===== src/verilog/mpu_pkg.sv =====
/*
  MPU package: address and status types, PMA region record,
  the fixed region table and the outstanding-response limit
*/
`default_nettype none

package mpu_pkg;

  //////////////////////////////
  // Basic types
  //////////////////////////////

  typedef logic [31:0] addr_t;
  typedef logic [29:0] word_addr_t;

  // Region bounds are word addresses, low inclusive and high exclusive
  typedef struct packed {
    word_addr_t word_addr_low;
    word_addr_t word_addr_high;
    logic       main;
    logic       bufferable;
    logic       cacheable;
    logic       atomic;
  } pma_region_t;

  //////////////////////////////
  // Region table
  //////////////////////////////

  localparam int PMA_NUM_REGIONS = 4;

  // Index 0 wins when regions overlap
  localparam pma_region_t PMA_CFG [PMA_NUM_REGIONS] = '{
    // Main memory 0x0000_0000 - 0x0000_ffff
    '{word_addr_low: 30'h0000_0000, word_addr_high: 30'h0000_4000,
      main: 1'b1, bufferable: 1'b1, cacheable: 1'b1, atomic: 1'b1},
    // Main memory 0x1000_0000 - 0x1000_0fff, bufferable only
    '{word_addr_low: 30'h0400_0000, word_addr_high: 30'h0400_0400,
      main: 1'b1, bufferable: 1'b1, cacheable: 1'b0, atomic: 1'b0},
    // Peripheral I/O 0x2000_0000 - 0x2000_0fff
    '{word_addr_low: 30'h0800_0000, word_addr_high: 30'h0800_0400,
      main: 1'b0, bufferable: 1'b0, cacheable: 1'b0, atomic: 1'b0},
    // Main memory 0x1000_0800 - 0x1000_1fff, partly shadowed by region 1
    '{word_addr_low: 30'h0400_0200, word_addr_high: 30'h0400_0800,
      main: 1'b1, bufferable: 1'b0, cacheable: 1'b1, atomic: 1'b1}
  };

  // No match: treated as I/O without atomics
  localparam pma_region_t PMA_R_NOMATCH = '{default: '0};

  //////////////////////////////
  // Status and control
  //////////////////////////////

  typedef enum logic [1:0] {
    MPU_OK       = 2'b00,
    MPU_RE_FAULT = 2'b01,
    MPU_WR_FAULT = 2'b10
  } mpu_status_e;

  typedef enum logic [1:0] {
    MPU_IDLE     = 2'b00,
    MPU_ERR_WAIT = 2'b01,
    MPU_ERR_RESP = 2'b10
  } mpu_state_e;

  // Bus transactions still waiting for a response
  localparam int MAX_OUTSTANDING = 3;

  typedef logic [1:0] outst_cnt_t;

endpackage

`default_nettype wire


===== src/verilog/mpu_stage_if.sv =====
/*
  MPU pipeline stage link: one transaction with its region record
*/
`default_nettype none

interface mpu_stage_if import mpu_pkg::*; ();

  logic        valid;
  logic        ready;
  addr_t       addr;
  logic        we;
  // Access flags from the core
  logic        execute;
  logic        atomic;
  logic        misaligned;
  logic        speculative;
  pma_region_t cfg;
  logic        err;

  modport source (
    output valid, addr, we, execute, atomic, misaligned, speculative, cfg, err,
    input  ready
  );

  modport sink (
    input  valid, addr, we, execute, atomic, misaligned, speculative, cfg, err,
    output ready
  );

endinterface

`default_nettype wire


===== src/verilog/mpu_resp_fsm.sv =====
/*
  MPU stage 3: forwards allowed transactions to the bus, tracks
  outstanding responses and sequences in-order error responses
*/
`default_nettype none

module mpu_resp_fsm import mpu_pkg::*; (
  input  logic        clk,
  input  logic        rst_n,
  mpu_stage_if.sink   in_if,
  output logic        bus_trans_valid_o,
  input  logic        bus_trans_ready_i,
  output addr_t       bus_addr_o,
  output logic        bus_we_o,
  output logic        bus_bufferable_o,
  output logic        bus_cacheable_o,
  input  logic        bus_resp_valid_i,
  output logic        core_resp_valid_o,
  output mpu_status_e core_resp_status_o
);

  mpu_state_e state_q;
  mpu_state_e state_d;
  outst_cnt_t cnt_q;
  outst_cnt_t cnt_d;
  logic       cnt_full;
  logic       idle;
  logic       bus_hs;
  logic       err_resp;

  assign idle     = (state_q == MPU_IDLE);
  assign err_resp = (state_q == MPU_ERR_RESP);
  assign cnt_full = (cnt_q == outst_cnt_t'(MAX_OUTSTANDING));

  //////////////////////////////
  // Bus request side
  //////////////////////////////

  // Faulting items are never presented to the bus
  assign bus_trans_valid_o = in_if.valid && !in_if.err && idle && !cnt_full;
  assign bus_addr_o        = in_if.addr;
  assign bus_we_o          = in_if.we;
  assign bus_bufferable_o  = in_if.cfg.bufferable;
  assign bus_cacheable_o   = in_if.cfg.cacheable;
  assign bus_hs            = bus_trans_valid_o && bus_trans_ready_i;

  // Allowed items leave on the bus handshake, error items on their response
  assign in_if.ready = err_resp ||
                       (idle && !in_if.err && !cnt_full && bus_trans_ready_i);

  always_comb begin
    cnt_d = cnt_q;
    case ({bus_hs, bus_resp_valid_i})
      2'b10:   cnt_d = cnt_q + outst_cnt_t'(1);
      2'b01:   cnt_d = cnt_q - outst_cnt_t'(1);
      default: cnt_d = cnt_q;
    endcase
  end

  //////////////////////////////
  // Error sequencing
  //////////////////////////////

  always_comb begin
    state_d = state_q;
    case (state_q)
      MPU_IDLE: begin
        if (in_if.valid && in_if.err) begin
          state_d = MPU_ERR_WAIT;
        end
      end
      // Earlier bus responses must drain first
      MPU_ERR_WAIT: begin
        if (cnt_q == '0) begin
          state_d = MPU_ERR_RESP;
        end
      end
      MPU_ERR_RESP: state_d = MPU_IDLE;
      default:      state_d = MPU_IDLE;
    endcase
  end

  always_ff @(posedge clk or negedge rst_n) begin
    if (!rst_n) begin
      state_q <= MPU_IDLE;
      cnt_q   <= '0;
    end else begin
      state_q <= state_d;
      cnt_q   <= cnt_d;
    end
  end

  // Counter is zero during ERR_RESP, so no bus response can collide
  assign core_resp_valid_o = bus_resp_valid_i || err_resp;

  always_comb begin
    core_resp_status_o = MPU_OK;
    if (err_resp) begin
      core_resp_status_o = in_if.we ? MPU_WR_FAULT : MPU_RE_FAULT;
    end
  end

endmodule

`default_nettype wire


===== src/verilog/mpu_top.sv =====
/*
  MPU top: region lookup, access check and response stages
  between the core transaction port and the bus master port
*/
`default_nettype none

module mpu_top import mpu_pkg::*; (
  input  logic        clk,
  input  logic        rst_n,

  // Core side
  input  logic        core_trans_valid_i,
  output logic        core_trans_ready_o,
  input  addr_t       core_addr_i,
  input  logic        core_we_i,
  input  logic        core_execute_i,
  input  logic        core_atomic_i,
  input  logic        core_misaligned_i,
  input  logic        core_speculative_i,
  output logic        core_resp_valid_o,
  output mpu_status_e core_resp_status_o,

  // Bus side
  output logic        bus_trans_valid_o,
  input  logic        bus_trans_ready_i,
  output addr_t       bus_addr_o,
  output logic        bus_we_o,
  output logic        bus_bufferable_o,
  output logic        bus_cacheable_o,
  input  logic        bus_resp_valid_i
);

  mpu_stage_if s1_if ();
  mpu_stage_if s2_if ();

  pma_region_lookup u_lookup (
    .clk                (clk),
    .rst_n              (rst_n),
    .core_trans_valid_i (core_trans_valid_i),
    .core_trans_ready_o (core_trans_ready_o),
    .core_addr_i        (core_addr_i),
    .core_we_i          (core_we_i),
    .core_execute_i     (core_execute_i),
    .core_atomic_i      (core_atomic_i),
    .core_misaligned_i  (core_misaligned_i),
    .core_speculative_i (core_speculative_i),
    .out_if             (s1_if.source)
  );

  pma_access_check u_check (
    .clk    (clk),
    .rst_n  (rst_n),
    .in_if  (s1_if.sink),
    .out_if (s2_if.source)
  );

  mpu_resp_fsm u_resp (
    .clk                (clk),
    .rst_n              (rst_n),
    .in_if              (s2_if.sink),
    .bus_trans_valid_o  (bus_trans_valid_o),
    .bus_trans_ready_i  (bus_trans_ready_i),
    .bus_addr_o         (bus_addr_o),
    .bus_we_o           (bus_we_o),
    .bus_bufferable_o   (bus_bufferable_o),
    .bus_cacheable_o    (bus_cacheable_o),
    .bus_resp_valid_i   (bus_resp_valid_i),
    .core_resp_valid_o  (core_resp_valid_o),
    .core_resp_status_o (core_resp_status_o)
  );

endmodule

`default_nettype wire


===== src/verilog/pma_access_check.sv =====
/*
  MPU stage 2: applies the PMA access rule and registers the
  transaction together with its error flag
*/
`default_nettype none

module pma_access_check import mpu_pkg::*; (
  input  logic        clk,
  input  logic        rst_n,
  mpu_stage_if.sink   in_if,
  mpu_stage_if.source out_if
);

  logic        rule_err;
  logic        accept;

  logic        slot_valid_q;
  addr_t       addr_q;
  logic        we_q;
  logic        execute_q;
  logic        atomic_q;
  logic        misaligned_q;
  logic        speculative_q;
  pma_region_t cfg_q;
  logic        err_q;

  // Execute, speculative and misaligned need main memory
  // Atomics need an atomic region
  assign rule_err = ((in_if.execute || in_if.speculative || in_if.misaligned) &&
                     !in_if.cfg.main) ||
                    (in_if.atomic && !in_if.cfg.atomic);

  assign in_if.ready = !slot_valid_q || out_if.ready;
  assign accept      = in_if.valid && in_if.ready;

  always_ff @(posedge clk or negedge rst_n) begin
    if (!rst_n) begin
      slot_valid_q <= 1'b0;
    end else if (in_if.ready) begin
      slot_valid_q <= in_if.valid;
    end
  end

  always_ff @(posedge clk) begin
    if (accept) begin
      addr_q        <= in_if.addr;
      we_q          <= in_if.we;
      execute_q     <= in_if.execute;
      atomic_q      <= in_if.atomic;
      misaligned_q  <= in_if.misaligned;
      speculative_q <= in_if.speculative;
      cfg_q         <= in_if.cfg;
      err_q         <= rule_err;
    end
  end

  assign out_if.valid       = slot_valid_q;
  assign out_if.addr        = addr_q;
  assign out_if.we          = we_q;
  assign out_if.execute     = execute_q;
  assign out_if.atomic      = atomic_q;
  assign out_if.misaligned  = misaligned_q;
  assign out_if.speculative = speculative_q;
  assign out_if.cfg         = cfg_q;
  assign out_if.err         = err_q;

endmodule

`default_nettype wire


===== src/verilog/pma_region_lookup.sv =====
/*
  MPU stage 1: finds the lowest matching PMA region for a core
  transaction and registers both in a single slot
*/
`default_nettype none

module pma_region_lookup import mpu_pkg::*; (
  input  logic        clk,
  input  logic        rst_n,
  input  logic        core_trans_valid_i,
  output logic        core_trans_ready_o,
  input  addr_t       core_addr_i,
  input  logic        core_we_i,
  input  logic        core_execute_i,
  input  logic        core_atomic_i,
  input  logic        core_misaligned_i,
  input  logic        core_speculative_i,
  mpu_stage_if.source out_if
);

  logic        match_found;
  pma_region_t match_cfg;
  logic        accept;

  logic        slot_valid_q;
  addr_t       addr_q;
  logic        we_q;
  logic        execute_q;
  logic        atomic_q;
  logic        misaligned_q;
  logic        speculative_q;
  pma_region_t cfg_q;

  //////////////////////////////
  // Region match
  //////////////////////////////

  // First hit from index 0 upward, bounds scaled to bytes
  always_comb begin
    match_found = 1'b0;
    match_cfg   = PMA_R_NOMATCH;
    for (int i = 0; i < PMA_NUM_REGIONS; i++) begin
      if (!match_found &&
          (core_addr_i >= {PMA_CFG[i].word_addr_low, 2'b00}) &&
          (core_addr_i <  {PMA_CFG[i].word_addr_high, 2'b00})) begin
        match_found = 1'b1;
        match_cfg   = PMA_CFG[i];
      end
    end
  end

  //////////////////////////////
  // Slot
  //////////////////////////////

  // Free slot, or the current item leaves this cycle
  assign core_trans_ready_o = !slot_valid_q || out_if.ready;
  assign accept             = core_trans_valid_i && core_trans_ready_o;

  always_ff @(posedge clk or negedge rst_n) begin
    if (!rst_n) begin
      slot_valid_q <= 1'b0;
    end else if (core_trans_ready_o) begin
      slot_valid_q <= core_trans_valid_i;
    end
  end

  always_ff @(posedge clk) begin
    if (accept) begin
      addr_q        <= core_addr_i;
      we_q          <= core_we_i;
      execute_q     <= core_execute_i;
      atomic_q      <= core_atomic_i;
      misaligned_q  <= core_misaligned_i;
      speculative_q <= core_speculative_i;
      cfg_q         <= match_cfg;
    end
  end

  assign out_if.valid       = slot_valid_q;
  assign out_if.addr        = addr_q;
  assign out_if.we          = we_q;
  assign out_if.execute     = execute_q;
  assign out_if.atomic      = atomic_q;
  assign out_if.misaligned  = misaligned_q;
  assign out_if.speculative = speculative_q;
  assign out_if.cfg         = cfg_q;
  // Rule not evaluated yet
  assign out_if.err         = 1'b0;

endmodule

`default_nettype wire

===== config.mk =====
export PLATFORM = sky130hd
export DESIGN_NAME = mpu_top
export DESIGN_NICKNAME = d
export VERILOG_FILES = /design/src/verilog/mpu_pkg.sv /design/src/verilog/mpu_stage_if.sv /design/src/verilog/mpu_resp_fsm.sv /design/src/verilog/mpu_top.sv /design/src/verilog/pma_access_check.sv /design/src/verilog/pma_region_lookup.sv
export SDC_FILE = /design/constraint.sdc
export NUM_CORES = 1
export LEC_CHECK = 0
export ABC_AREA = 1
export BUFFER_PORTS_ARGS = -buffer_cell sky130_fd_sc_hd__buf_2
export CORE_MARGIN = 3
export CORE_UTILIZATION = 45
export DETAILED_ROUTE_END_ITERATION = 12
export GPL_ROUTABILITY_DRIVEN = 1
export PLACE_DENSITY = 0.65
export SETUP_SLACK_MARGIN = 0.02
export SYNTH_ARGS = -nofsm -noshare
export SYNTH_HDL_FRONTEND = slang
export SYNTH_HIERARCHICAL = 1
export SYNTH_SLANG_ARGS = --single-unit

===== constraint.sdc =====
create_clock -name clk -period 14.8 [get_ports clk]
set_input_delay 1.48 -clock clk [delete_from_list [all_inputs] [get_ports clk]]
set_output_delay 1.48 -clock clk [all_outputs]
set_load 0.02 [all_outputs]

==> summary.txt <==
Final layout
  – Share of cells above drive strength 1: 0.396
  – Storage cell area: 2430 sq um
  – Fill cells: 532
  – Nets@finish: 307
  – Antenna Cells: 0
  – Final instance area: 3550 sq um
  – Multi-input gate area: 344 sq um
  – Layout overhead on the synthesized area: 14.3%
  – Post-Route Utilization: 0.544

Detailed routing
  – Via count: approximately 1,500
  – Routed len/inst: 13.4 um
  – Drt drc: 0
  – Via density: between 4 and 5
  – Routed Antenna Nets: 0
  – Final WL: between 4000 and 5000 um
  – DR pass1 iterations: 4
  – DRT iter0 DRCs: 66

STA
  – Slew Limit Fails: 0
  – Clock skew: between 7 and 8 ps
  – Worst hold margin: 420 ps
  – Max-slew headroom: 0.247
  – Unrepaired setup endpoints after global routing: no
  – Final Hold Fails: 0
  – Fin crit period: 3710 ps
  – Final period util: 0.250
  – Final setup fails: 0
  – Fmax achieved: 270 MHz
  – Worst Tran Pin Value: 1130 ps
  – Setup_tns: 0 ps

Power
  – Pwr dens: 199 nW/um^2
  – LEAKAGE: between 1 and 1.5 nW
  – Maximum vdd drop: 0.0872 mV

Floorplan
  – Core area: 6530 sq um
  – # IOs: 82
  – Die H: 89.1 um
  – Initial core utilization: 0.476
  – DIE WIDTH: 89.1 um
  – Die area: roughly 7900 sq um
  – FP Rows: 29

Global routing
  – Congestion Overflow GR: 0
  – Antenna violations before repair: 0
  – GRT Total Usage: 0.123
  – Largest net degree at the start of global routing: between 40 and 50
  – Number of global-route vias before repair: 1,466
  – First-pass GRT wire length: ~7000 um

Placed design
  – GP Congestion: 0.736
  – Area after DPL: 3370 sq um
  – Hpwl dp: 3220 um
  – Port bufs: 81

Min path
  – Worst Hold Path Cells: 0
  – HP Class: register to register

Worst setup path
  – Worst endpoint required time: 13,320 ps
  – Worst EP arrival: 2230 ps
  – Worst setup SP type: input pin
  – Critical Path Fanout Max: 2
  – CP Class: input pin to primary output
  – Crit path capture type: primary output
  – Worst reg2reg setup slack: 12,650 ps
  – R2R depth: 5

Clock tree
  – TritonCTS clock tree: built
  – Worst-Skew Late Latency: 330 ps
  – # Post-CTS Setup Buffers: 0
  – Max clock buf depth: 2
  – Clock slew at reported path FFs: 70 ps
  – CTS Root Cell: clkbuf_8
  – Post-CTS Hold Buffers: 0
  – Post-cts resize count: 0
  – H-tree depth: 3
  – Clock Sink Count: 82
  – TritonCTS Buffers: 9

Synthesis
  – Syn nets: between 200 and 300
  – Gate Count Post-Synth: 207
  – Synth Warn #: 6
  – Syn Area/Cell: 15.0 sq um
  – Post-Syn Area: a little over 3000 sq um

Outcome
  – Status: completed

Run
  – Max cap viols: 0
==> critical path, cell delays in order <==
cell and delay, ps:
buf_2 100, nand3_1 70, nand2_1 50, inv_1 110, nand2_1 80, inv_1 110
nand2_1 70, buf_2 160
==> sequential cells by signal (all words and copies together) (netlist names), 2 cells and up <==
register	count
u_resp/cnt_q	2
u_check/out_if.cfg	2
u_resp/state_q	2
u_lookup/out_if.addr	32
u_lookup/out_if.cfg	3
u_check/out_if.addr	32
==> area by class of cell <==
type,count,area share
clock inverters,5,0.0155
flip-flops and latches,82,0.684
repair buffers,82,0.116
clock buffers,10,0.0359
inverters,23,0.0243
well taps,77,0.0271
multi-input cells,66,0.0968
==> final timing paths <==
check / start / to
hold / removal: u_lookup/out_if.addr[1]$_DFFE_PP_ / u_check/out_if.addr[1]$_DFFE_PP_
min in group asynchronous: rst_n / u_resp/state_q[0]$_DFFE_PN0P_
max in group asynchronous: rst_n / u_resp/cnt_q[1]$_DFFE_PN0P_
setup / recovery: bus_trans_ready_i / core_trans_ready_o
setup reg to reg: u_resp/cnt_q[0]$_DFFE_PN0P_ / u_check/out_if.addr[18]$_DFFE_PP_
hold reg to reg: u_lookup/out_if.addr[1]$_DFFE_PP_ / u_check/out_if.addr[1]$_DFFE_PP_
==> routing by layer <==
metal / wire (um) / vias up / GRT usage
li1: - / 779 / -
met1: 2020 / 710 / 0.154
met2: 2230 / 51 / 0.192
met3: 272 / 7 / 0.0304
met4: 86 / 0 / 0.0771
met5: 0 / - / 0
==> per-stage QoR <==
stage,cells,setup WS [ps],power (mW)
2_1_floorplan,207,10640,0.539
3_3_place_gp,330,11110,0.559
3_5_place_dp,330,11090,0.566
4_1_cts,345,11090,0.719
5_1_grt,345,10980,0.749
6_report,345,11090,0.707
==> report_power, final <==
| part | internal [mW] | leakage, nW | switching, mW | total, mW |
|---|---|---|---|---|
| Combinational | 0.0465 | 0.598 | 0.128 | 0.175 |
| Sequential | 0.357 | 0.769 | 0.0249 | 0.382 |
| Clock | 0.0768 | 0.0902 | 0.0739 | 0.151 |
==> cells in the final DEF, fill, tap and decap left out, drive strengths merged <==
| cell | count |
|---|---|
| nand3 | 11 |
| ha | 1 |
| clkinvlp | 1 |
| a21oi | 3 |
| nor2 | 20 |
| clkinv | 2 |
| buf | 82 |
| bufinv | 1 |
| dfrtp | 6 |
| nand2 | 24 |
| nand4 | 2 |
| o21ai | 1 |
| clkbuf | 10 |
| or2 | 1 |
| inv | 24 |
| edfxtp | 76 |
| nor3 | 2 |
| xnor2 | 1 |
Power figures use the tool's default switching activity.
